<file path="src/rtl/ks10_consts.svh">
////////////////////////////////////////////////////////////
// Bit numbers are big-endian as in the KS10 prints, bit 0 is the MSB
// A _HI bound is the most significant end, so it has the lower index
////////////////////////////////////////////////////////////
`ifndef KS10_CONSTS_SVH
`define KS10_CONSTS_SVH

// Microcode word width
`define CROM_WIDTH        24

// Special-function field enable bit
`define CROM_SPEC_EN      20
// Five-bit special-function selector, crom 15 to 19
`define CROM_SPEC_SEL_HI  15
`define CROM_SPEC_SEL_LO  19

// Special-function selector codes
`define SPEC_LOADAPR      5'h0C
`define SPEC_APRFLAGS     5'h0D
`define SPEC_LOADPI       5'h0A

// PI register fields in a LOADPI data word
`define DP_PI_SWREQ_HI    11
`define DP_PI_SWREQ_LO    17
`define DP_PI_INPROG_HI   21
`define DP_PI_INPROG_LO   27
`define DP_PI_ON          28
`define DP_PI_ENA_HI      29
`define DP_PI_ENA_LO      35

`endif

</file>
<file path="src/rtl/ks10Pkg.sv">
////////////////////////////////////////////////////////////
// Shared types for the APR device and the PI controller
// Vectors are big-endian; index 0 or 1 is the most significant bit
////////////////////////////////////////////////////////////
`include "ks10_consts.svh"

package ks10Pkg;

   // Microcode word and 36-bit data path word
   typedef logic [0:`CROM_WIDTH-1] cromWordT;
   typedef logic [0:35]            dataWordT;

   // One bit per PI level, level 1 is highest priority
   typedef logic [1:7] piLevelsT;
   // PI level number, 0 means no level
   typedef logic [2:0] piNumT;

   // APR flag byte and its enable mask, dp 24 to 31
   typedef logic [24:31] aprByteT;

   // Hardware interrupt sources into the APR
   typedef struct packed {
      logic pwr;
      logic nxm;
      logic cons;
   } extIntrT;

   // APR readback, maps onto dp 22 to 35
   //   22 trap enable, 23 paging enable
   //   24 to 31 flag byte, 32 interrupt request, 33 to 35 read as ones
   typedef struct packed {
      logic       trapEn;
      logic       pageEn;
      logic       soft24;
      logic       console25;
      logic       pwr;
      logic       nxm;
      logic       badMem;
      logic       corMem;
      logic       timer;
      logic       cons;
      logic       intReq;
      logic [2:0] ones;
   } aprFlagsT;

   // PI register set as loaded by microcode
   typedef struct packed {
      piLevelsT swReq;
      piLevelsT inProg;
      piLevelsT ena;
      logic     piOn;
   } piStatusT;

endpackage

</file>
<file path="src/rtl/apr.sv">
////////////////////////////////////////////////////////////
// Hardware flags latch only at a flags write (set-dominant)
// Interval timer and memory error flags are plain microcode bits
////////////////////////////////////////////////////////////
`timescale 1ns/1ns
`include "ks10_consts.svh"

module apr
(
   input  logic               clk,
   input  logic               rst,
   input  logic               clken,
   input  ks10Pkg::cromWordT  crom,
   input  ks10Pkg::dataWordT  dp,
   input  ks10Pkg::extIntrT   extIntr,
   output ks10Pkg::aprFlagsT  aprFlags,
   output ks10Pkg::piLevelsT  aprIntr
);

   import ks10Pkg::*;

   logic    specLoadApr;
   logic    specAprFlags;
   aprByteT hwSet;
   aprByteT flagReg;
   aprByteT flagEna;
   logic    trapEn;
   logic    pageEn;
   logic    swInt;
   piNumT   intLevel;
   logic    intReq;

   ////////////////////////////////////////////////////////////
   // Special-function decode
   ////////////////////////////////////////////////////////////

   // Write strobes, already qualified by clken
   assign specLoadApr  = clken & crom[`CROM_SPEC_EN] &
      (crom[`CROM_SPEC_SEL_HI:`CROM_SPEC_SEL_LO] == `SPEC_LOADAPR);
   assign specAprFlags = clken & crom[`CROM_SPEC_EN] &
      (crom[`CROM_SPEC_SEL_HI:`CROM_SPEC_SEL_LO] == `SPEC_APRFLAGS);

   ////////////////////////////////////////////////////////////
   // Flag register, dp 24 to 31
   ////////////////////////////////////////////////////////////

   // Hardware sources force their flag on at a write
   // Power fail bit 26, NXM bit 27, console bit 31
   assign hwSet = {2'b00, extIntr.pwr, extIntr.nxm, 3'b000, extIntr.cons};

   always_ff @(posedge clk or posedge rst)
   begin
      if (rst)
      begin
         flagReg <= '0;
      end
      else if (specAprFlags)
      begin
         // Inputs between writes are not remembered
         flagReg <= dp[24:31] | hwSet;
      end
   end

   ////////////////////////////////////////////////////////////
   // Enable register, dp 22 to 35
   ////////////////////////////////////////////////////////////

   always_ff @(posedge clk or posedge rst)
   begin
      if (rst)
      begin
         trapEn   <= 1'b0;
         pageEn   <= 1'b0;
         flagEna  <= '0;
         swInt    <= 1'b0;
         intLevel <= '0;
      end
      else if (specLoadApr)
      begin
         trapEn   <= dp[22];
         pageEn   <= dp[23];
         // Per-flag interrupt enables
         flagEna  <= dp[24:31];
         // Software interrupt, bit 32
         swInt    <= dp[32];
         // PI level for APR requests
         intLevel <= dp[33:35];
      end
   end

   ////////////////////////////////////////////////////////////
   // Interrupt request
   ////////////////////////////////////////////////////////////

   // Any enabled flag, or the software bit
   assign intReq = (|(flagReg & flagEna)) | swInt;

   // One-hot request on the stored level, level 0 requests nothing
   always_comb
   begin
      for (int i = 1; i <= 7; i++)
      begin
         aprIntr[i] = intReq && (intLevel == piNumT'(i));
      end
   end

   // Readback word, bits 22 to 35
   always_comb
   begin
      aprFlags.trapEn    = trapEn;
      aprFlags.pageEn    = pageEn;
      aprFlags.soft24    = flagReg[24];
      aprFlags.console25 = flagReg[25];
      aprFlags.pwr       = flagReg[26];
      aprFlags.nxm       = flagReg[27];
      aprFlags.badMem    = flagReg[28];
      aprFlags.corMem    = flagReg[29];
      aprFlags.timer     = flagReg[30];
      aprFlags.cons      = flagReg[31];
      aprFlags.intReq    = intReq;
      // Unused bits always read as ones
      aprFlags.ones      = 3'b111;
   end

   ////////////////////////////////////////////////////////////
   // Checks
   ////////////////////////////////////////////////////////////

   // PI controller relies on at most one APR level
   aprIntrOneHot : assert property (
      @(posedge clk) disable iff (rst)
      $onehot0(aprIntr)
   );

   // Readback request bit and PI request stay consistent
   aprIntrNeedsReq : assert property (
      @(posedge clk) disable iff (rst)
      !aprFlags.intReq |-> (aprIntr == '0)
   );

endmodule

</file>
<file path="src/rtl/aprPiTop.sv">
////////////////////////////////////////////////////////////
// APR device feeding the PI controller
// Both blocks share one microcode word and one data path word
////////////////////////////////////////////////////////////
`timescale 1ns/1ns

module aprPiTop
(
   input  logic               clk,
   input  logic               rst,
   input  logic               clken,
   input  ks10Pkg::cromWordT  crom,
   input  ks10Pkg::dataWordT  dp,
   input  ks10Pkg::extIntrT   extIntr,
   input  ks10Pkg::piLevelsT  extPiReq,
   output ks10Pkg::aprFlagsT  aprFlags,
   output ks10Pkg::piStatusT  piStatus,
   output ks10Pkg::piNumT     piReqNum,
   output logic               piReq
);

   import ks10Pkg::*;

   // APR request into the PI merge
   piLevelsT aprIntr;

   // APR status and flags
   apr uApr
   (
      .clk      (clk),
      .rst      (rst),
      .clken    (clken),
      .crom     (crom),
      .dp       (dp),
      .extIntr  (extIntr),
      .aprFlags (aprFlags),
      .aprIntr  (aprIntr)
   );

   // Priority interrupt system
   piController uPiController
   (
      .clk      (clk),
      .rst      (rst),
      .clken    (clken),
      .crom     (crom),
      .dp       (dp),
      .aprIntr  (aprIntr),
      .extPiReq (extPiReq),
      .piStatus (piStatus),
      .piReqNum (piReqNum),
      .piReq    (piReq)
   );

endmodule

</file>
<file path="src/rtl/piController.sv">
////////////////////////////////////////////////////////////
// No acknowledge or dismiss cycle; microcode reloads inProg
// Request number lags the register set by one enabled edge
////////////////////////////////////////////////////////////
`timescale 1ns/1ns
`include "ks10_consts.svh"

module piController
(
   input  logic               clk,
   input  logic               rst,
   input  logic               clken,
   input  ks10Pkg::cromWordT  crom,
   input  ks10Pkg::dataWordT  dp,
   input  ks10Pkg::piLevelsT  aprIntr,
   input  ks10Pkg::piLevelsT  extPiReq,
   output ks10Pkg::piStatusT  piStatus,
   output ks10Pkg::piNumT     piReqNum,
   output logic               piReq
);

   import ks10Pkg::*;

   logic     specLoadPi;
   piLevelsT candidates;
   piNumT    winner;
   logic     blocked;

   ////////////////////////////////////////////////////////////
   // PI register set
   ////////////////////////////////////////////////////////////

   assign specLoadPi = clken & crom[`CROM_SPEC_EN] &
      (crom[`CROM_SPEC_SEL_HI:`CROM_SPEC_SEL_LO] == `SPEC_LOADPI);

   always_ff @(posedge clk or posedge rst)
   begin
      if (rst)
      begin
         piStatus <= '0;
      end
      else if (specLoadPi)
      begin
         piStatus.swReq  <= dp[`DP_PI_SWREQ_HI:`DP_PI_SWREQ_LO];
         piStatus.inProg <= dp[`DP_PI_INPROG_HI:`DP_PI_INPROG_LO];
         piStatus.piOn   <= dp[`DP_PI_ON];
         piStatus.ena    <= dp[`DP_PI_ENA_HI:`DP_PI_ENA_LO];
      end
   end

   ////////////////////////////////////////////////////////////
   // Priority selection
   ////////////////////////////////////////////////////////////

   // Merge the three sources, then mask by enables and system on
   assign candidates = (piStatus.swReq | aprIntr | extPiReq) &
                       piStatus.ena & {7{piStatus.piOn}};

   // Scan from level 1 down
   // A level in progress blocks itself and everything below
   always_comb
   begin
      winner  = '0;
      blocked = 1'b0;
      for (int i = 1; i <= 7; i++)
      begin
         blocked = blocked | piStatus.inProg[i];
         if (!blocked && candidates[i] && (winner == '0))
         begin
            winner = piNumT'(i);
         end
      end
   end

   // Registered winner, updated every enabled edge
   always_ff @(posedge clk or posedge rst)
   begin
      if (rst)
      begin
         piReqNum <= '0;
         piReq    <= 1'b0;
      end
      else if (clken)
      begin
         piReqNum <= winner;
         piReq    <= (winner != '0);
      end
   end

   ////////////////////////////////////////////////////////////
   // Checks
   ////////////////////////////////////////////////////////////

   // System off clears the request on the next enabled edge
   piOffNoReq : assert property (
      @(posedge clk) disable iff (rst)
      (clken && !piStatus.piOn) |=> (piReqNum == '0)
   );

   // Level flag and number agree
   piReqMatchesNum : assert property (
      @(posedge clk) disable iff (rst)
      piReq == (piReqNum != '0)
   );

endmodule

</file>
<file path="config.mk">
export PLATFORM = sky130hd
export DESIGN_NAME = aprPiTop
export DESIGN_NICKNAME = d
export VERILOG_FILES = /design/src/rtl/ks10Pkg.sv /design/src/rtl/apr.sv /design/src/rtl/aprPiTop.sv /design/src/rtl/piController.sv
export VERILOG_INCLUDE_DIRS = /design/src /design/src/rtl
export SDC_FILE = /design/constraint.sdc
export NUM_CORES = 1
export LEC_CHECK = 0
export BUFFER_PORTS_ARGS = -buffer_cell sky130_fd_sc_hd__buf_2
export CAP_MARGIN = 15
export CORE_MARGIN = 1.5
export CORE_UTILIZATION = 46
export DETAILED_ROUTE_END_ITERATION = 8
export GPL_TIMING_DRIVEN = 0
export PLACE_DENSITY = 0.8
export SLEW_MARGIN = 20
export SYNTH_ARGS = -nofsm -noshare
export SYNTH_HDL_FRONTEND = slang
export SYNTH_SLANG_ARGS = --single-unit
</file>
<file path="constraint.sdc">
create_clock -name clk -period 2.35 [get_ports clk]
set_input_delay 0.3525 -clock clk [delete_from_list [all_inputs] [get_ports clk]]
set_output_delay 0.3525 -clock clk [all_outputs]
set_load 0.005 [all_outputs]
</file>
==> results.yml <==
timing:
  layout_setup_ws_ps: 164
  finalCriticalPeriod_ps: 2190
  rsz0062_at_grt: "false"
  slew_headroom_pct: 53.9
  drv_slew: 0
  fmax_mhz: 457
  skew_ps: 5.71
  worst_pin_slew_ps: 682
  tns_ps: 0
  hold_violations: 0
  finalCritPeriodShare_pct: 93.0
  setup_viol: 0
floorplan:
  core_um2: 4750
  dieWidth_um: 73.5
  ioPinCount: 113
  die_area_um2: 5410
  die_y_um: 73.5
  placementRows: 25
  start_util_pct: 48.1
drt:
  vias: 1812
  antenna_left: 0
  wire_per_inst_um: 14.8
  routed_via_density: 5.28
  drt-total-wl_mm: 5.09
  drtIter0Drc: 113
  drcViolationCount: 0
  drt_first_pass_iters: 4
synth:
  synth-seq-cells: 48
  ys_top_cells_by_count: "dfrtp_1, mux2_2, nor2_1"
  avgSynthCellArea_um2: 12.1
  synth_area_leaders: "dfrtp_1, mux2_2, buf_4"
  synthArstFlopShare_pct: 100
  ys.flop_type: "dfrtp_1"
  synth_edf_count: 0
  yosysUniqueCellTypes: 44
  yosys.area.top_type: "dfrtp_1"
  syn-cell-area_um2: 2290
  synth_most_common_cell: "dfrtp_1"
  synth_seq_area_share_pct: 52.5
  yosysWarnings: 0
  yosysTopAreaCellShare_pct: 52.5
  synth_cells: 189
pwr:
  powerDensity_nw_per_um2: 726
  combPwrFrac_pct: 19.0
  seqPwrFrac_pct: 48.7
  leakagePower_nw: 1.52
  netSwitchingPower_mw: 0.542
  sw_frac_of_total_pct: 25.6
  internal_power_mw: 1.57
  peakVddDrop_v: 0.000437
  clock_power_share_pct: 32.3
clock_network:
  cts_tree: "done"
  cts.sinks: 48
  path_clk_slew_ps: 80
  ctsResizeCount: 0
  cts_root_buf: "clkbuf_8"
  cts_hold_buf: 0
  cts_inserted_buffers: 5
  clkLatencyLatePin_ps: 300
  htree_levels: 2
  postCtsSetupRepairBufs: 0
  clock_path_buffers: 2
grt:
  grt_util_all_layers_pct: 20.3
  antenna_found_initial: 0
  grt_pass1_wl_mm: 8.19
  overflow: 0
  grt_max_degree: 32
  grt_pass1_vias: 1700
critical_path:
  crit_path_start_kind: "register"
  cp_data_required_time_ps: 2550
  path_class: "register to register"
  cp_slowest_cell: "nor4b_1"
  path_delay_family: "compound AO/OA/AOI/OAI gates"
  path_buf_inv: 0
  crit_fanout: 6
  crit_chain: "nor4b_1 -> o211a_1 -> o21ai_0 -> a211o_1 -> o32ai_1"
  critPathMaxStageDelay_ps: 650
  arrival_ps: 2380
  cp-end-kind: "register"
finish:
  n_antenna_cell: 0
  final_area_um2: 2910
  num-nets-final: 349
  layout-drive-gt1-share_pct: 50.0
  area_growth_pct: 27.3
placed_design:
  dp_slack_ps: 169
  place_area_um2: 2790
  gp_congestion: 0.858
  port_buffers: 77
  hpwlAfterDp_mm: 3.93
job:
  max-cap-violations: 0
worst_hold_path:
  hold_path_class: "primary input to async pin"
run_status:
  status: "finished, final reports clean"
layout by cell type (no fill, tap or decap), types with 2 or more instances in the layout:
cell and n:
nand3b_1 4, nand2_1 7, bufinv_16 2, mux2_2 41, a31oi_1 5, clkbuf_8 5, nor2_1 11, buf_4 6
nand3_1 4, conb_1 3, buf_2 78, o21ai_0 5, o22ai_1 2, and3_1 3, nor4b_1 3, a211oi_1 2
clkbuf_1 4, inv_1 4, a21oi_1 4, nor3_1 2, nor2b_1 5, dfrtp_1 48, nor4_1 2, buf_1 2
state kept, by name, indices dropped and copies added, names as in the netlist:
name                    flops
uApr.pageEn                 1
uApr.flagReg                8
uApr.flagEna                8
uPiController.piReq         1
uApr.swInt                  1
uApr.trapEn                 1
uApr.intLevel               3
uPiController.piStatus     22
uPiController.piReqNum      3
cell type report:
| type | instances | area, µm² |
|---|---|---|
| Buffer | 13 | 72.6 |
| Clock buffer | 5 | 68.8 |
| Clock inverter | 2 | 60.1 |
| Fill cell | 432 | 1840 |
| Inverter | 5 | 18.8 |
| Multi-Input combinational cell | 125 | 1000 |
| Sequential cell | 48 | 1200 |
| Tap cell | 67 | 83.8 |
| Timing Repair Buffer | 78 | 405 |
per-stage QoR:
stage	cells	hold WS (ps)	power, mW	util [%]
after detailed placement	336	368	1.45	58.6
after global routing	343	39.6	2.22	61.3
after CTS	343	34.7	2.13	61.3
after global placement	335	488	1.43	58.2
final	343	26.1	2.12	61.3
after floorplan	191	451	1.26	-
path summary, 6_finish.rpt:
check	cells past startpoint	endpoint	startpoint	slack [ps]
hold reg to reg	1	uApr.flagEna[1]	uApr.flagEna[1]	510
setup / recovery	5	uPiController.piReqNum[0]	uPiController.piStatus[14]	160
max in group asynchronous	3	uPiController.piReq	rst	1830
hold / removal	2	uApr.flagReg[5]	rst	30
setup reg to reg	5	uPiController.piReqNum[0]	uPiController.piStatus[14]	160
min in group clk	2	uPiController.piStatus[16]	dp[19]	280
power by group through the flow:
stage               logic (mW)  clock network (mW)  registers (mW)
global route             0.446               0.729            1.05
detailed placement       0.404                   0            1.05
floorplan                0.223                   0            1.03
global placement         0.388                   0            1.04
CTS                      0.406               0.698            1.03
finish                   0.401               0.683            1.03
per-layer routing:
layer,track usage (%),wire length (µm),up-vias
met1,28.6,2370,878
met2,30.6,2310,68
met3,5.76,346,6
met5,0,0,-
met4,6.17,61,0
li1,-,-,860
cell families (layout without fill, tap and decap cells):
group,after synthesis,in the layout,synth area share (%)
and+or+nand+nor,49,49,13.3
DFF,48,48,52.5
muxes,41,41,20.2
AOI/OAI and AO/OA,32,32,9.90
buffers and inverters,18,103,3.99
other,1,3,0.164
No activity file was read; power rests on OpenSTA's default activity.
